$ cat src/verilog/buffer_pkg.sv
// Shared types and default sizes for the byte-stream buffer
// Data width is fixed at one byte; depth and thresholds are module parameters
// DEF_DEPTH must be a power of two, DEF_BURST_LEN no greater than DEF_ALMOST_FULL

package buffer_pkg;

    // One byte of the stream
    typedef logic [7:0] byte_t;

    // Drain controller states
    typedef enum logic [1:0] {
        IDLE  = 2'd0, // Waiting for a threshold or a flush
        BURST = 2'd1, // Fixed-length burst
        FLUSH = 2'd2  // Drain until empty
    } drain_state_t;

    // FIFO depth in words
    localparam int DEF_DEPTH = 64;

    // almost_full is high at or above this level
    localparam int DEF_ALMOST_FULL = 48;

    // almost_empty is high at or below this level
    localparam int DEF_ALMOST_EMPTY = 8;

    // Words per normal burst
    // Kept at or below DEF_ALMOST_FULL so a burst never runs dry
    localparam int DEF_BURST_LEN = 16;

endpackage

$ cat src/verilog/fifo_ram.sv
// Simple dual-port memory with a registered read port
// Read register loads every edge, so it maps onto block RAM
// No reset on the array or the read register

`timescale 1ns/1ps

module fifo_ram #(
    parameter int DEPTH  = 64,
    parameter int ADDR_W = 6
) (
    input  logic                clk,
    input  logic                we,      // Write strobe, already qualified
    input  logic [ADDR_W-1:0]   wr_addr,
    input  buffer_pkg::byte_t   wr_data,
    input  logic [ADDR_W-1:0]   rd_addr,
    output buffer_pkg::byte_t   rd_data  // Word at rd_addr of the previous edge
);

    buffer_pkg::byte_t mem [DEPTH]; // Storage array

    // Write port
    always_ff @(posedge clk) begin
        if (we) begin
            mem[wr_addr] <= wr_data;
        end
    end

    // Read port, unconditional load
    // Caller moves rd_addr only after the word is captured
    always_ff @(posedge clk) begin
        rd_data <= mem[rd_addr];
    end

endmodule

$ cat src/verilog/fifo_sync.sv
// Single-clock FIFO controller around fifo_ram
// DEPTH must be a power of two; pointers wrap without compare
// Writes when full and reads when empty are ignored
// Read data appears one cycle after an accepted read

`timescale 1ns/1ps

module fifo_sync #(
    parameter int DEPTH        = 64,
    parameter int ALMOST_FULL  = 48,
    parameter int ALMOST_EMPTY = 8
) (
    input  logic              clk,
    input  logic              rst,          // Active low, synchronous
    input  logic              wr_en,
    input  buffer_pkg::byte_t wr_data,
    input  logic              rd_en,
    output buffer_pkg::byte_t rd_data,
    output logic              full,
    output logic              almost_full,
    output logic              empty,
    output logic              almost_empty
);

    localparam int ADDR_W = $clog2(DEPTH);
    localparam int CNT_W  = ADDR_W + 1;     // Holds 0..DEPTH

    logic [ADDR_W-1:0] wr_ptr;              // Next slot to write
    logic [ADDR_W-1:0] rd_ptr;              // Oldest stored word
    logic [CNT_W-1:0]  count;               // Words currently held

    logic wr_ok;                            // Accepted write this edge
    logic rd_ok;                            // Accepted read this edge

    assign wr_ok = wr_en && !full;
    assign rd_ok = rd_en && !empty;

    // Flags straight from the occupancy count
    assign full         = (count == CNT_W'(DEPTH));
    assign empty        = (count == '0);
    assign almost_full  = (count >= CNT_W'(ALMOST_FULL));
    assign almost_empty = (count <= CNT_W'(ALMOST_EMPTY));

    // Occupancy
    always_ff @(posedge clk) begin
        if (!rst) begin
            count <= '0;
        end else if (wr_ok && !rd_ok) begin
            count <= count + 1'b1;  // Push only
        end else if (rd_ok && !wr_ok) begin
            count <= count - 1'b1;  // Pop only
        end
        // Push and pop together leave it alone
    end

    // Write pointer
    always_ff @(posedge clk) begin
        if (!rst) begin
            wr_ptr <= '0;
        end else if (wr_ok) begin
            wr_ptr <= wr_ptr + 1'b1;
        end
    end

    // Read pointer
    // RAM captures mem[rd_ptr] at the same edge this one moves on
    always_ff @(posedge clk) begin
        if (!rst) begin
            rd_ptr <= '0;
        end else if (rd_ok) begin
            rd_ptr <= rd_ptr + 1'b1;
        end
    end

    fifo_ram #(
        .DEPTH  (DEPTH),
        .ADDR_W (ADDR_W)
    ) u_fifo_ram (
        .clk     (clk),
        .we      (wr_ok),
        .wr_addr (wr_ptr),
        .wr_data (wr_data),
        .rd_addr (rd_ptr),
        .rd_data (rd_data)
    );

endmodule

$ cat src/verilog/burst_drain.sv
// Burst read controller for fifo_sync
// Normal burst reads exactly BURST_LEN words once almost_full is seen
// Flush burst reads until empty; hold only blocks the start of a burst
// No back-pressure on the output side

`timescale 1ns/1ps

module burst_drain #(
    parameter int BURST_LEN = 16
) (
    input  logic              clk,
    input  logic              rst,         // Active low, synchronous
    input  logic              almost_full,
    input  logic              empty,
    input  logic              flush,       // One-cycle request
    input  logic              hold,        // Downstream not ready, level
    output logic              rd_en,
    input  buffer_pkg::byte_t rd_data,
    output logic              out_valid,
    output buffer_pkg::byte_t out_data,
    output logic              out_last,
    output logic              busy
);

    localparam int CNT_W = (BURST_LEN > 1) ? $clog2(BURST_LEN) : 1;

    buffer_pkg::drain_state_t state, state_next;

    logic [CNT_W-1:0] word_cnt;    // Reads issued in this burst
    logic             flush_pend;  // Flush seen but not yet served
    logic             flush_req;
    logic             burst_end;   // Final read of a normal burst
    logic             last_q;      // Registered end marker, normal burst
    logic             flush_rd_q;  // Word on the output came from a flush read

    assign flush_req = flush || flush_pend;

    // Never read an empty FIFO
    assign rd_en = ((state == buffer_pkg::BURST) || (state == buffer_pkg::FLUSH)) && !empty;

    assign burst_end = (state == buffer_pkg::BURST) && rd_en &&
                       (word_cnt == CNT_W'(BURST_LEN - 1));

    always_comb begin
        state_next = state;
        case (state)
            buffer_pkg::IDLE: begin
                if (!hold) begin
                    if (flush_req) begin
                        state_next = buffer_pkg::FLUSH;  // Flush wins over threshold
                    end else if (almost_full) begin
                        state_next = buffer_pkg::BURST;
                    end
                end
            end
            buffer_pkg::BURST: begin
                if (burst_end) state_next = buffer_pkg::IDLE;
            end
            buffer_pkg::FLUSH: begin
                if (empty) state_next = buffer_pkg::IDLE; // Last read already done
            end
            default: state_next = buffer_pkg::IDLE;
        endcase
    end

    always_ff @(posedge clk) begin
        if (!rst) begin
            state      <= buffer_pkg::IDLE;
            word_cnt   <= '0;
            flush_pend <= 1'b0;
        end else begin
            state <= state_next;

            if (state != buffer_pkg::BURST) begin
                word_cnt <= '0;
            end else if (rd_en) begin
                word_cnt <= word_cnt + 1'b1;
            end

            // Clear on entry to FLUSH, latch when it cannot be taken now
            if ((state == buffer_pkg::IDLE) && (state_next == buffer_pkg::FLUSH)) begin
                flush_pend <= 1'b0;
            end else if (flush && (state != buffer_pkg::FLUSH)) begin
                flush_pend <= 1'b1;
            end
        end
    end

    // Output strobes line up with the RAM read register
    always_ff @(posedge clk) begin
        if (!rst) begin
            out_valid  <= 1'b0;
            last_q     <= 1'b0;
            flush_rd_q <= 1'b0;
        end else begin
            out_valid  <= rd_en;
            last_q     <= burst_end;
            flush_rd_q <= rd_en && (state == buffer_pkg::FLUSH);
        end
    end

    assign out_data = rd_data;  // RAM register already holds this read's word

    // Empty now means that flush read took the final word
    assign out_last = out_valid && (last_q || (flush_rd_q && empty));

    // Covers the trailing word after the state has gone back to IDLE
    assign busy = (state != buffer_pkg::IDLE) || out_valid;

endmodule

$ cat src/verilog/byte_stream_buffer.sv
// Byte-stream buffer, FIFO plus burst drain controller
// Writes while in_full is high are dropped
// Set ALMOST_FULL >= BURST_LEN and DEPTH to a power of two

`timescale 1ns/1ps

module byte_stream_buffer #(
    parameter int DEPTH        = buffer_pkg::DEF_DEPTH,
    parameter int ALMOST_FULL  = buffer_pkg::DEF_ALMOST_FULL,
    parameter int ALMOST_EMPTY = buffer_pkg::DEF_ALMOST_EMPTY,
    parameter int BURST_LEN    = buffer_pkg::DEF_BURST_LEN
) (
    input  logic              clk,
    input  logic              rst,        // Active low, synchronous
    input  logic              in_valid,   // Write strobe
    input  buffer_pkg::byte_t in_data,
    input  logic              flush,      // One-cycle pulse
    input  logic              hold,       // Blocks new bursts
    output logic              in_full,
    output logic              level_high, // At or above ALMOST_FULL
    output logic              level_low,  // At or below ALMOST_EMPTY
    output logic              out_valid,
    output buffer_pkg::byte_t out_data,
    output logic              out_last,
    output logic              busy
);

    logic              rd_en;
    buffer_pkg::byte_t rd_data;
    logic              empty;

    fifo_sync #(
        .DEPTH        (DEPTH),
        .ALMOST_FULL  (ALMOST_FULL),
        .ALMOST_EMPTY (ALMOST_EMPTY)
    ) u_fifo_sync (
        .clk          (clk),
        .rst          (rst),
        .wr_en        (in_valid),
        .wr_data      (in_data),
        .rd_en        (rd_en),
        .rd_data      (rd_data),
        .full         (in_full),
        .almost_full  (level_high),  // Also starts normal bursts
        .empty        (empty),
        .almost_empty (level_low)
    );

    burst_drain #(
        .BURST_LEN (BURST_LEN)
    ) u_burst_drain (
        .clk         (clk),
        .rst         (rst),
        .almost_full (level_high),
        .empty       (empty),
        .flush       (flush),
        .hold        (hold),
        .rd_en       (rd_en),
        .rd_data     (rd_data),
        .out_valid   (out_valid),
        .out_data    (out_data),
        .out_last    (out_last),
        .busy        (busy)
    );

endmodule

$ cat config.mk
export PLATFORM = sky130hd
export DESIGN_NAME = byte_stream_buffer
export DESIGN_NICKNAME = d
export VERILOG_FILES = /design/src/verilog/buffer_pkg.sv /design/src/verilog/fifo_ram.sv /design/src/verilog/fifo_sync.sv /design/src/verilog/burst_drain.sv /design/src/verilog/byte_stream_buffer.sv
export SDC_FILE = /design/constraint.sdc
export NUM_CORES = 1
export LEC_CHECK = 0
export ABC_AREA = 1
export BUFFER_PORTS_ARGS = -buffer_cell sky130_fd_sc_hd__buf_2
export CAP_MARGIN = 10
export CORE_UTILIZATION = 45
export CTS_BUF_LIST = sky130_fd_sc_hd__clkbuf_2
export DETAILED_ROUTE_END_ITERATION = 10
export PLACE_DENSITY_LB_ADDON = 0.2
export SYNTH_ARGS = -nofsm -noshare
export SYNTH_HDL_FRONTEND = slang
export SYNTH_HIERARCHICAL = 1
export SYNTH_SLANG_ARGS = --single-unit
$ cat constraint.sdc
create_clock -name clk -period 7.4 [get_ports clk]
set_clock_uncertainty 0.05 [all_clocks]
set_input_delay 0.74 -clock clk [delete_from_list [all_inputs] [get_ports clk]]
set_output_delay 0.74 -clock clk [all_outputs]
set_load 0.02 [all_outputs]
==> out/metrics.yaml, run 1 <==
outcome:
  status: "completed"
setup_path:
  arrival_ns: 4.49
  worstPathMaxFanout: 99
  path_class: "reg2reg"
  r2r_slack_ns: 4.08
  cp.required_ns: 8.57
  reg2regPathDepth: 10
  r2r-start: "u_fifo_sync/rd_ptr[0]"
  end_kind: "flip-flop"
  start_kind: "flip-flop"
  reg2reg_to: "u_fifo_sync/u_fifo_ram/rd_data[7]"
layout:
  layout_common_cells: "707 x nand2_1, 512 x edfxtp_1, 453 x nand3_1"
  final_util_pct: 49.36
  layout_commonest_cell: "nand2_1"
  drive_gt1_share_pct: 14.13
  area_delta_synth_final_pct: 7.527
  fin_nets: 2170
timing:
  clock.fmax_ghz: 0.3011
  holdWs_ns: 0.1499
  rsz0062_at_grt: "no"
  period_minus_slack_ns: 3.321
  relSlewSlack_pct: 24.63
  finalSetupTns_ns: 0
  setup_ws_ns: 4.079
  setup_viol: 0
  maxSlewViolCount: 0
  min_period_over_period_pct: 44.87
  hold_viol: 0
  tightest_slew_ns: 1.129
yosys:
  synth_top_family_by_area: "simple AND/OR/NAND/NOR gates"
  yosys.area.top_type_share_pct: 66.35
  ys_ff_latch: 549
  ys_seq_area_share_pct: 69.55
  syn_area_um2: 23170
  synthAdderAreaFrac_pct: 0.7884
  synth_fp_nets: 2089
  yosys_warnings: 6
  synthCells: 2062
  synth-simple-area-share_pct: 23.84
  synth_area_per_cell_um2: 11.24
  synth_area_leader_cell: "edfxtp_1"
  synth_mux_area_share_pct: 0
  synth-compound-area-share_pct: 0.8748
  ys_types: 34
  synth-xor-area-share_pct: 0.3402
  synth.area.top_cells: "edfxtp_1 66%, nand2_1 11%, nand3_1 9.8%, dfxtp_1 3.2%, buf_6 1.7%"
run:
  maxCapViolations: 0
drt:
  dr.pass1.iters: 5
  wl_met1_mm: 23.60
  drtAntennaViolNets: 0
  route.met3.wl_mm: 4.567
  vias_per_cell: 5.308
  top_layer: "met4"
  wl_met2_mm: 26.35
  drt_iter0_drc: 1388
  routed_wl_mm: 55.48
  drcViolationCount: 0
  vias: 15480
  routedWlPerCell_um: 19.02
placed_design:
  place.gp.congestion: 0.8315
  dp_slack_ns: 4.129
  detailed_place_hpwl_mm: 30.67
  portBuffers: 26
global_route:
  antenna_found_initial: 1
  track_usage_pct: 21.68
  grt_pass1_vias: 15200
  grt_max_degree: 100
  grt_overflow: 0
  grt_pass1_wl_mm: 85.77
cts:
  cts_tree: "done"
  worst_skew_pair.late_latency_ns: 1.28
  clkSlewWorstSetupHoldPaths_ns: 0.10
  cts_htree_levels: 4
  clock_path_buffers: 3
  cts_made_buffers: 141
  cts_root_buffer: "clkbuf_2"
  clock_sinks: 549
  postCtsSetupRepairBufs: 0
die:
  die-area_um2: 52400
  fp.dieH_um: 228.9
  die_width_um: 228.9
  start_util_pct: 45.90
  core_um2: 50480
  num_io_pins: 27
  fp-row-count: 82
power_and_ir_drop:
  p_total_w: 0.007477
  power_density_nw_per_um2: 300.1
  vdd_drop_max_mv: 0.2205
  p_leak_nw: 9.313
min_path:
  hp-class: "in2reg"
  hold_end: "u_fifo_sync/u_fifo_ram/mem[20][1]"
  min-delay-start: "in_data[1]"
  hold_depth: 2
## where the power goes
part	total [W]	internal (W)	leakage [nW]	switching, W
Clock	0.00218	0.000978	1.05	0.00120
Sequential	0.00359	0.00346	4.91	0.000136
Combinational	0.00171	0.000505	3.35	0.00120
Total	0.00748	0.00494	9.31	0.00254
## repair_timing
action / 4_1_cts / 5_1_grt
gates resized for setup: 0 / 0
hold buffers: 8 / 0
hold endpoints to repair: 37 / 0
## how the worst max path moves through the flow
| stage | cells after the start | slack (ns) | end | from |
|---|---|---|---|---|
| after floorplan | 5 | 4.65 | u_fifo_sync/u_fifo_ram/mem[48][0] | in_valid |
| after global placement | 10 | 4.16 | u_fifo_sync/u_fifo_ram/rd_data[7] | u_fifo_sync/rd_ptr[0] |
| after detailed placement | 5 | 4.13 | u_fifo_sync/u_fifo_ram/mem[45][4] | in_valid |
| after CTS | 6 | 3.86 | out_last | u_fifo_sync/count[1] |
| after global routing | 6 | 3.82 | out_last | u_fifo_sync/count[6] |
| final | 10 | 4.08 | u_fifo_sync/u_fifo_ram/rd_data[7] | u_fifo_sync/rd_ptr[0] |
## per-layer routing
metal	GRT usage [%]	up-vias
li1	-	7411
met1	28.59	7422
met2	34.48	573
met3	6.275	78
met4	7.083	0
met5	0	-
## stage by stage
step                instance area, µm²  std cells
global placement                 23480       2664
finish                           24920       2917
global route                     24920       2917
detailed placement               23480       2664
floorplan                        23170       2062
CTS                              24910       2916
## critical path: stages (launching register included)
cell     delay [ns]
dfxtp_4        0.62
inv_6          0.52
buf_4          0.86
nand2_1        0.13
nand3_1        0.13
nand3_1        0.17
nand2_1        0.12
nand2_1        0.06
nand3_1        0.10
nand3_1        0.16
nand2_1        0.14
## flip-flops by register name, indices dropped and copies added, names as in the netlist
signal / cells
u_burst_drain/word_cnt: 4
u_fifo_sync/u_fifo_ram/rd_data: 8
u_fifo_sync/rd_ptr: 6
u_burst_drain/flush_pend: 1
u_burst_drain/state: 2
u_burst_drain/flush_rd_q: 1
u_burst_drain/last_q: 1
u_burst_drain/out_valid: 1
u_fifo_sync/wr_ptr: 6
u_fifo_sync/count: 7
u_fifo_sync/u_fifo_ram/mem: 512
## cells by family after synthesis
kind of cell	count (synthesis)
AO/OA/AOI/OAI	35
XOR/XNOR	9
adder cells (fa/ha/maj)	14
buffers and inverters	172
flip-flops	549
AND/OR/NAND/NOR	1283
## synthesized netlist by cell type (all sizes together)
cell type    n
dfxtp       37
nand3      457
nor4         8
a21oi       21
ha          13
nor3         1
nand2      714
inv         50
nor2        87
o211ai       2
xnor2        4
fa           1
or2          1
o21ai       12
xor2         5
clkbuf      16
nand4       13
edfxtp     512
nand3b       2
buf        106
## final cells by class
class | instances | area [µm²]
Clock buffer | 216 | 1081
Multi-Input combinational cell | 1341 | 5988
Sequential cell | 549 | 16120
Timing Repair Buffer | 60 | 405.4
Antenna cell | 1 | 2.502
Tap cell | 672 | 840.8
Clock inverter | 28 | 275.3
Inverter | 50 | 197.7
Fill cell | 4682 | 25560
Power figures use the tool's default switching activity.
==> inputs of run 2 (changes only) <==
clock period = 3.3 ns   (was 7.4 ns; I/O delays follow)
==> run 2 against run 1 <==
Effect of this change: die area did not move; highest routed layer unchanged; critical endpoint is now u_burst_drain/flush_pend; setup slack got worse by 3.8 ns; register-to-register slack got worse by 3.8 ns; total power grew 120%; sequential power is 120% higher; clock power grew 110%; routed wire length is 6.4% higher; sequential share of layout area down 1.5 points; via count is 2.3% higher.
==> out/metrics.yaml, run 2 (synthesis gave the netlist of run 1 again) <==
outcome:
  status: "completed"
min_path:
  hold_end: "u_fifo_sync/u_fifo_ram/mem[34][1]"
  hp-class: "in2reg"
  hold_depth: 2
  min-delay-start: "in_data[1]"
setup_path:
  slowest_delay_ns: 0.60
  path_class: "reg2reg"
  r2r_slack_ns: 0.24
  worstPathCellList: "inv_1 > o21ai_1 > nand4_1 > dlygate4sd3_1 > a21oi_1 > dlygate4sd3_1 > nand2_1 > dlygate4sd3_1 > nand2_1 > nor2_1 > nor2_1"
  cp.required_ns: 4.49
  slowest_stage: "dlygate4sd3_1"
  reg2regPathDepth: 11
  end_kind: "flip-flop"
  path_buf_inv: 4
  arrival_ns: 4.25
  reg2reg_to: "u_burst_drain/flush_pend"
  r2r-start: "u_fifo_sync/count[5]"
  start_kind: "flip-flop"
  cp_common_cell: "dlygate4sd3_1"
  worstPathMaxFanout: 3
  crit_family: "buffers and inverters"
layout:
  drive_gt1_share_pct: 15.10
  layout_commonest_cell: "nand2_1"
  top_register: "u_fifo_sync/u_fifo_ram/mem"
  reg_top3: "u_fifo_sync/u_fifo_ram/mem: 512 flops, u_fifo_sync/u_fifo_ram/rd_data: 8 flops, u_fifo_sync/count: 7 flops"
  largest_reg_flops: 512
  area_delta_synth_final_pct: 10.07
  layout_common_cells: "707 x nand2_1, 512 x edfxtp_1, 453 x nand3_1"
  fin_nets: 2241
  final_area_um2: 25500
cts:
  worst_skew_pair.late_latency_ns: 1.28
  clock_sinks: 549
  clkSlewWorstSetupHoldPaths_ns: 0.11
  postCtsSetupRepairBufs: 0
  cts_tree: "done"
  clock_path_buffers: 3
  cts_made_buffers: 139
  cts_root_buffer: "clkbuf_2"
  cts_htree_levels: 4
timing:
  clock.fmax_ghz: 0.3264
  rsz0062_at_grt: "no"
  setup_viol: 0
  min_period_over_period_pct: 92.85
  setup_ws_ns: 0.2359
  maxSlewViolCount: 0
  holdWs_ns: 0.2081
  relSlewSlack_pct: 19.27
  hold_viol: 0
  period_minus_slack_ns: 3.064
  finalSetupTns_ns: 0
  tightest_slew_ns: 1.210
power_and_ir_drop:
  power_density_nw_per_um2: 649.1
  vdd_drop_max_mv: 0.4553
  p_total_w: 0.01655
  p_leak_nw: 9.618
placed_design:
  postPlaceCellArea_um2: 23990
  portBuffers: 26
  detailed_place_hpwl_mm: 33.84
  place.gp.congestion: 0.8196
  dp_slack_ns: 0.5645
run:
  maxCapViolations: 0
die:
  num_io_pins: 27
  core_um2: 50480
  fp.dieH_um: 228.9
  fp-row-count: 82
  die_width_um: 228.9
  die-area_um2: 52400
  start_util_pct: 45.90
global_route:
  antenna_found_initial: 3
  grt_max_degree: 167
  grt_overflow: 0
  grt_pass1_wl_mm: 91.06
  track_usage_pct: 23.18
  grt_pass1_vias: 15560
drt:
  routedWlPerCell_um: 19.78
  dr.pass1.iters: 5
  drtAntennaViolNets: 0
  vias_per_cell: 5.307
  routed_wl_mm: 59.05
  vias: 15850
  drcViolationCount: 0
  drt_iter0_drc: 1593
==> run 2: cell count changes in the layout (fill, tap and decap cells not counted), moves of 2 or more <==
cell | previous run | this run
buf_4 | 26 | 71
dlygate4sd3_1 | 8 | 27
clkinv_1 | 8 | 24
buf_12 | 0 | 9
clkbuf_2 | 216 | 208
clkinv_2 | 7 | 0
bufinv_16 | 6 | 3
inv_2 | 10 | 7
diode_2 | 1 | 3
==> run 2: area by class of cell <==
type	count	area (µm²)
inverter	50	197.7
clock inverter	30	191.4
tap	672	840.8
antenna	3	7.507
timing repair buffer	133	1114
sequential	549	16120
multi-input combinational	1341	5988
fill	4594	24970
clock buffer	208	1041
==> run 2: through the flow <==
step	instances	utilization, %
after floorplan	2062	-
after global placement	2718	47.53
after detailed placement	2718	47.53
after CTS	2983	50.51
after global routing	2985	50.52
final	2986	50.53
==> run 2: how the worst max path moves through the flow <==
| stage | from | to | slack (ns) | cells past startpoint |
|---|---|---|---|---|
| after floorplan | u_fifo_sync/count[0] | u_fifo_sync/u_fifo_ram/mem[48][0] | 0.71 | 7 |
| after global placement | u_fifo_sync/count[1] | u_fifo_sync/count[5] | 0.58 | 15 |
| after detailed placement | u_burst_drain/state[1] | u_fifo_sync/count[5] | 0.56 | 13 |
| after CTS | u_fifo_sync/count[4] | out_last | 0.09 | 6 |
| after global routing | u_fifo_sync/count[4] | out_last | 0.008 | 6 |
| final | u_fifo_sync/count[5] | u_burst_drain/flush_pend | 0.24 | 11 |
==> run 2: routing by layer <==
layer,up-vias,routed length (µm),track usage (%)
li1,7546,-,-
met1,7686,25920,31.29
met2,538,28000,36.72
met3,76,4188,6.150
met4,0,938,7.062
met5,-,0,0
==> run 2: timing repair <==
| action | 4_1_cts | 5_1_grt |
|---|---|---|
| hold buffers | 27 | 0 |
| gates resized for setup | 0 | 1 |
| hold endpoints to repair | 820 | 0 |
| endpoints found under the setup margin | 0 | 1 |
==> run 2: where the power goes <==
group,switching [W],internal (W)
clock,0.00266,0.00189
combinational,0.00287,0.00126
sequential,0.000132,0.00775
total,0.00566,0.0109
==> inputs of run 3 (changes only) <==
PLACE_DENSITY = 0.6   (was not set)
PLACE_DENSITY_LB_ADDON = not set   (was 0.2)
==> run 3 against run 2 <==
Effect of this change: critical endpoint unchanged; clock-buffer cell count decreased by 13; routed wire length is 0.19% higher; highest routed layer unchanged; fmax is 0.50% lower; largest power group unchanged; sequential share of layout area is 0.78 points lower; die area stayed put; sequential cell count is the same; combinational power is 3% higher; register-to-register slack got worse by 0.02 ns; sequential power hardly changed.
==> out/metrics.yaml, run 3 (synthesis gave the netlist of run 1 again) <==
outcome:
  status: "completed"
power_and_ir_drop:
  power_frac_clock_pct: 29.3
  combPwrFrac_pct: 24.9
  power_density_nw_per_um2: 663.7
  seq_power_share_pct: 45.9
  p_total_w: 0.01714
  swShare_pct: 34.05
  p_switching_w: 0.005836
  p_leak_nw: 9.769
  vdd_drop_max_mv: 0.5562
  p_int_w: 0.01130
layout:
  final_area_um2: 25820
  fin_nets: 2259
  layout_common_cells: "707 x nand2_1, 512 x edfxtp_1, 453 x nand3_1"
  largest_reg_flops: 512
  layout_commonest_cell: "nand2_1"
  top_register: "u_fifo_sync/u_fifo_ram/mem"
  final_util_pct: 51.16
  area_delta_synth_final_pct: 11.45
  layout.cells.non_filler: 3006
  n_fill_cell: 4528
  reg_top3: "u_fifo_sync/u_fifo_ram/mem: 512 flops, u_fifo_sync/u_fifo_ram/rd_data: 8 flops, u_fifo_sync/count: 7 flops"
  drive_gt1_share_pct: 15.49
placed_design:
  postPlaceCellArea_um2: 24110
  detailed_place_hpwl_mm: 34.31
  portBuffers: 26
  place.gp.congestion: 0.9137
  dp_cells: 2730
timing:
  setup_viol: 0
  tightest_slew_ns: 1.208
  min_period_over_period_pct: 93.32
  relSlewSlack_pct: 19.37
  maxSlewViolCount: 0
  finalSetupTns_ns: 0
  rsz0062_at_grt: "no"
  clock.fmax_ghz: 0.3247
  period_minus_slack_ns: 3.080
  hold_viol: 0
drt:
  routed_wl_mm: 59.16
  routedWlPerCell_um: 19.68
  vias: 16010
  drt_iter0_drc: 1555
  dr.pass1.iters: 5
  drtAntennaViolNets: 0
  drcViolationCount: 0
  vias_per_cell: 5.326
cts:
  clkSlewWorstSetupHoldPaths_ns: 0.11
  clock_sinks: 549
  cts_root_buffer: "clkbuf_2"
  worst_skew_pair.late_latency_ns: 1.26
  postCtsSetupRepairBufs: 0
  cts_htree_levels: 4
  clock_path_buffers: 3
  cts_tree: "done"
  cts_made_buffers: 141
min_path:
  hp-class: "in2reg"
  min-delay-start: "in_data[1]"
setup_path:
  start_kind: "flip-flop"
  r2r-start: "u_burst_drain/state[1]"
  worstPathMaxFanout: 6
  critPathLaunch: "u_burst_drain/state[1]"
  end_kind: "flip-flop"
  cp.required_ns: 4.40
  path_class: "reg2reg"
  arrival_ns: 4.17
global_route:
  antenna_found_initial: 2
  grt_max_degree: 169
  track_usage_pct: 23.04
  grt_pass1_vias: 15740
  grt_pass1_wl_mm: 90.44
  grt_overflow: 0
die:
  num_io_pins: 27
  fp.dieH_um: 228.9
  die-area_um2: 52400
  core_um2: 50480
  die_width_um: 228.9
  fp-row-count: 82
  start_util_pct: 45.90
run:
  maxCapViolations: 0
==> run 3: cell types whose count changed in the layout (fill, tap and decap cells not counted) <==
cell / delta
clkbuf_2: -13
clkinvlp_4: +1
bufinv_16: +6
clkinv_1: +3
inv_2: +1
buf_4: +10
clkinv_2: +5
dlygate4sd3_1: +4
buf_12: +2
diode_2: +1
==> run 3: critical path: stages, from the launching register on <==
cell,delay (ns)
dfxtp_1,0.44
inv_1,0.09
ha_1,0.28
nand4_1,0.13
dlygate4sd3_1,0.58
a21oi_1,0.06
dlygate4sd3_1,0.55
nand2_1,0.06
dlygate4sd3_1,0.56
nand2_1,0.05
nor2_1,0.09
nor2_1,0.04
==> run 3: power by group through the flow <==
stage	registers (W)	logic (W)	clock network, W
6_report	0.00786	0.00427	0.00501
2_1_floorplan	0.00798	0.00328	0
5_1_grt	0.00788	0.00471	0.00552
3_5_place_dp	0.00802	0.00420	0
3_3_place_gp	0.00801	0.00418	0
4_1_cts	0.00786	0.00425	0.00518
==> run 3: final cells by class <==
class	count	area (µm²)	share of cell area, %
Tap cell	672	840.8	3.256
Sequential cell	549	16120	62.44
Clock buffer	195	975.9	3.779
Antenna cell	4	10.01	0.03876
Timing Repair Buffer	149	1269	4.913
Inverter	50	197.7	0.7655
Multi-Input combinational cell	1341	5988	23.19
Clock inverter	46	419.2	1.623
==> run 3: worst paths after layout <==
path,endpoint,slack [ns],depth (start not counted)
max,u_burst_drain/flush_pend,0.22,11
min,u_fifo_sync/u_fifo_ram/mem[12][1],0.21,2
max reg2reg,u_burst_drain/flush_pend,0.22,11
min reg2reg,u_burst_drain/word_cnt[3],0.45,1
==> run 3: stage by stage <==
stage                     setup slack (ns)  hold slack [ns]
final                               0.2204           0.2096
after global routing               0.02491           0.1147
after CTS                           0.1617          0.03741
after detailed placement            0.6082           0.4348
after global placement              0.6034           0.4209
after floorplan                     0.7074           0.3789
==> run 3: metal layers <==
| metal | global-route usage, % | wire, µm | up-vias |
|---|---|---|---|
| li1 | - | - | 7581 |
| met1 | 30.42 | 25200 | 7704 |
| met2 | 36.64 | 28190 | 614 |
| met3 | 5.402 | 4149 | 111 |
| met4 | 9.542 | 1625 | 0 |
| met5 | 0 | 0 | - |
==> run 3: timing repair <==
item | in CTS | in global routing
gates resized for setup | 0 | 1
endpoints found under the setup margin | 0 | 1
endpoints found under the hold margin | 835 | 0
hold buffers | 31 | 0
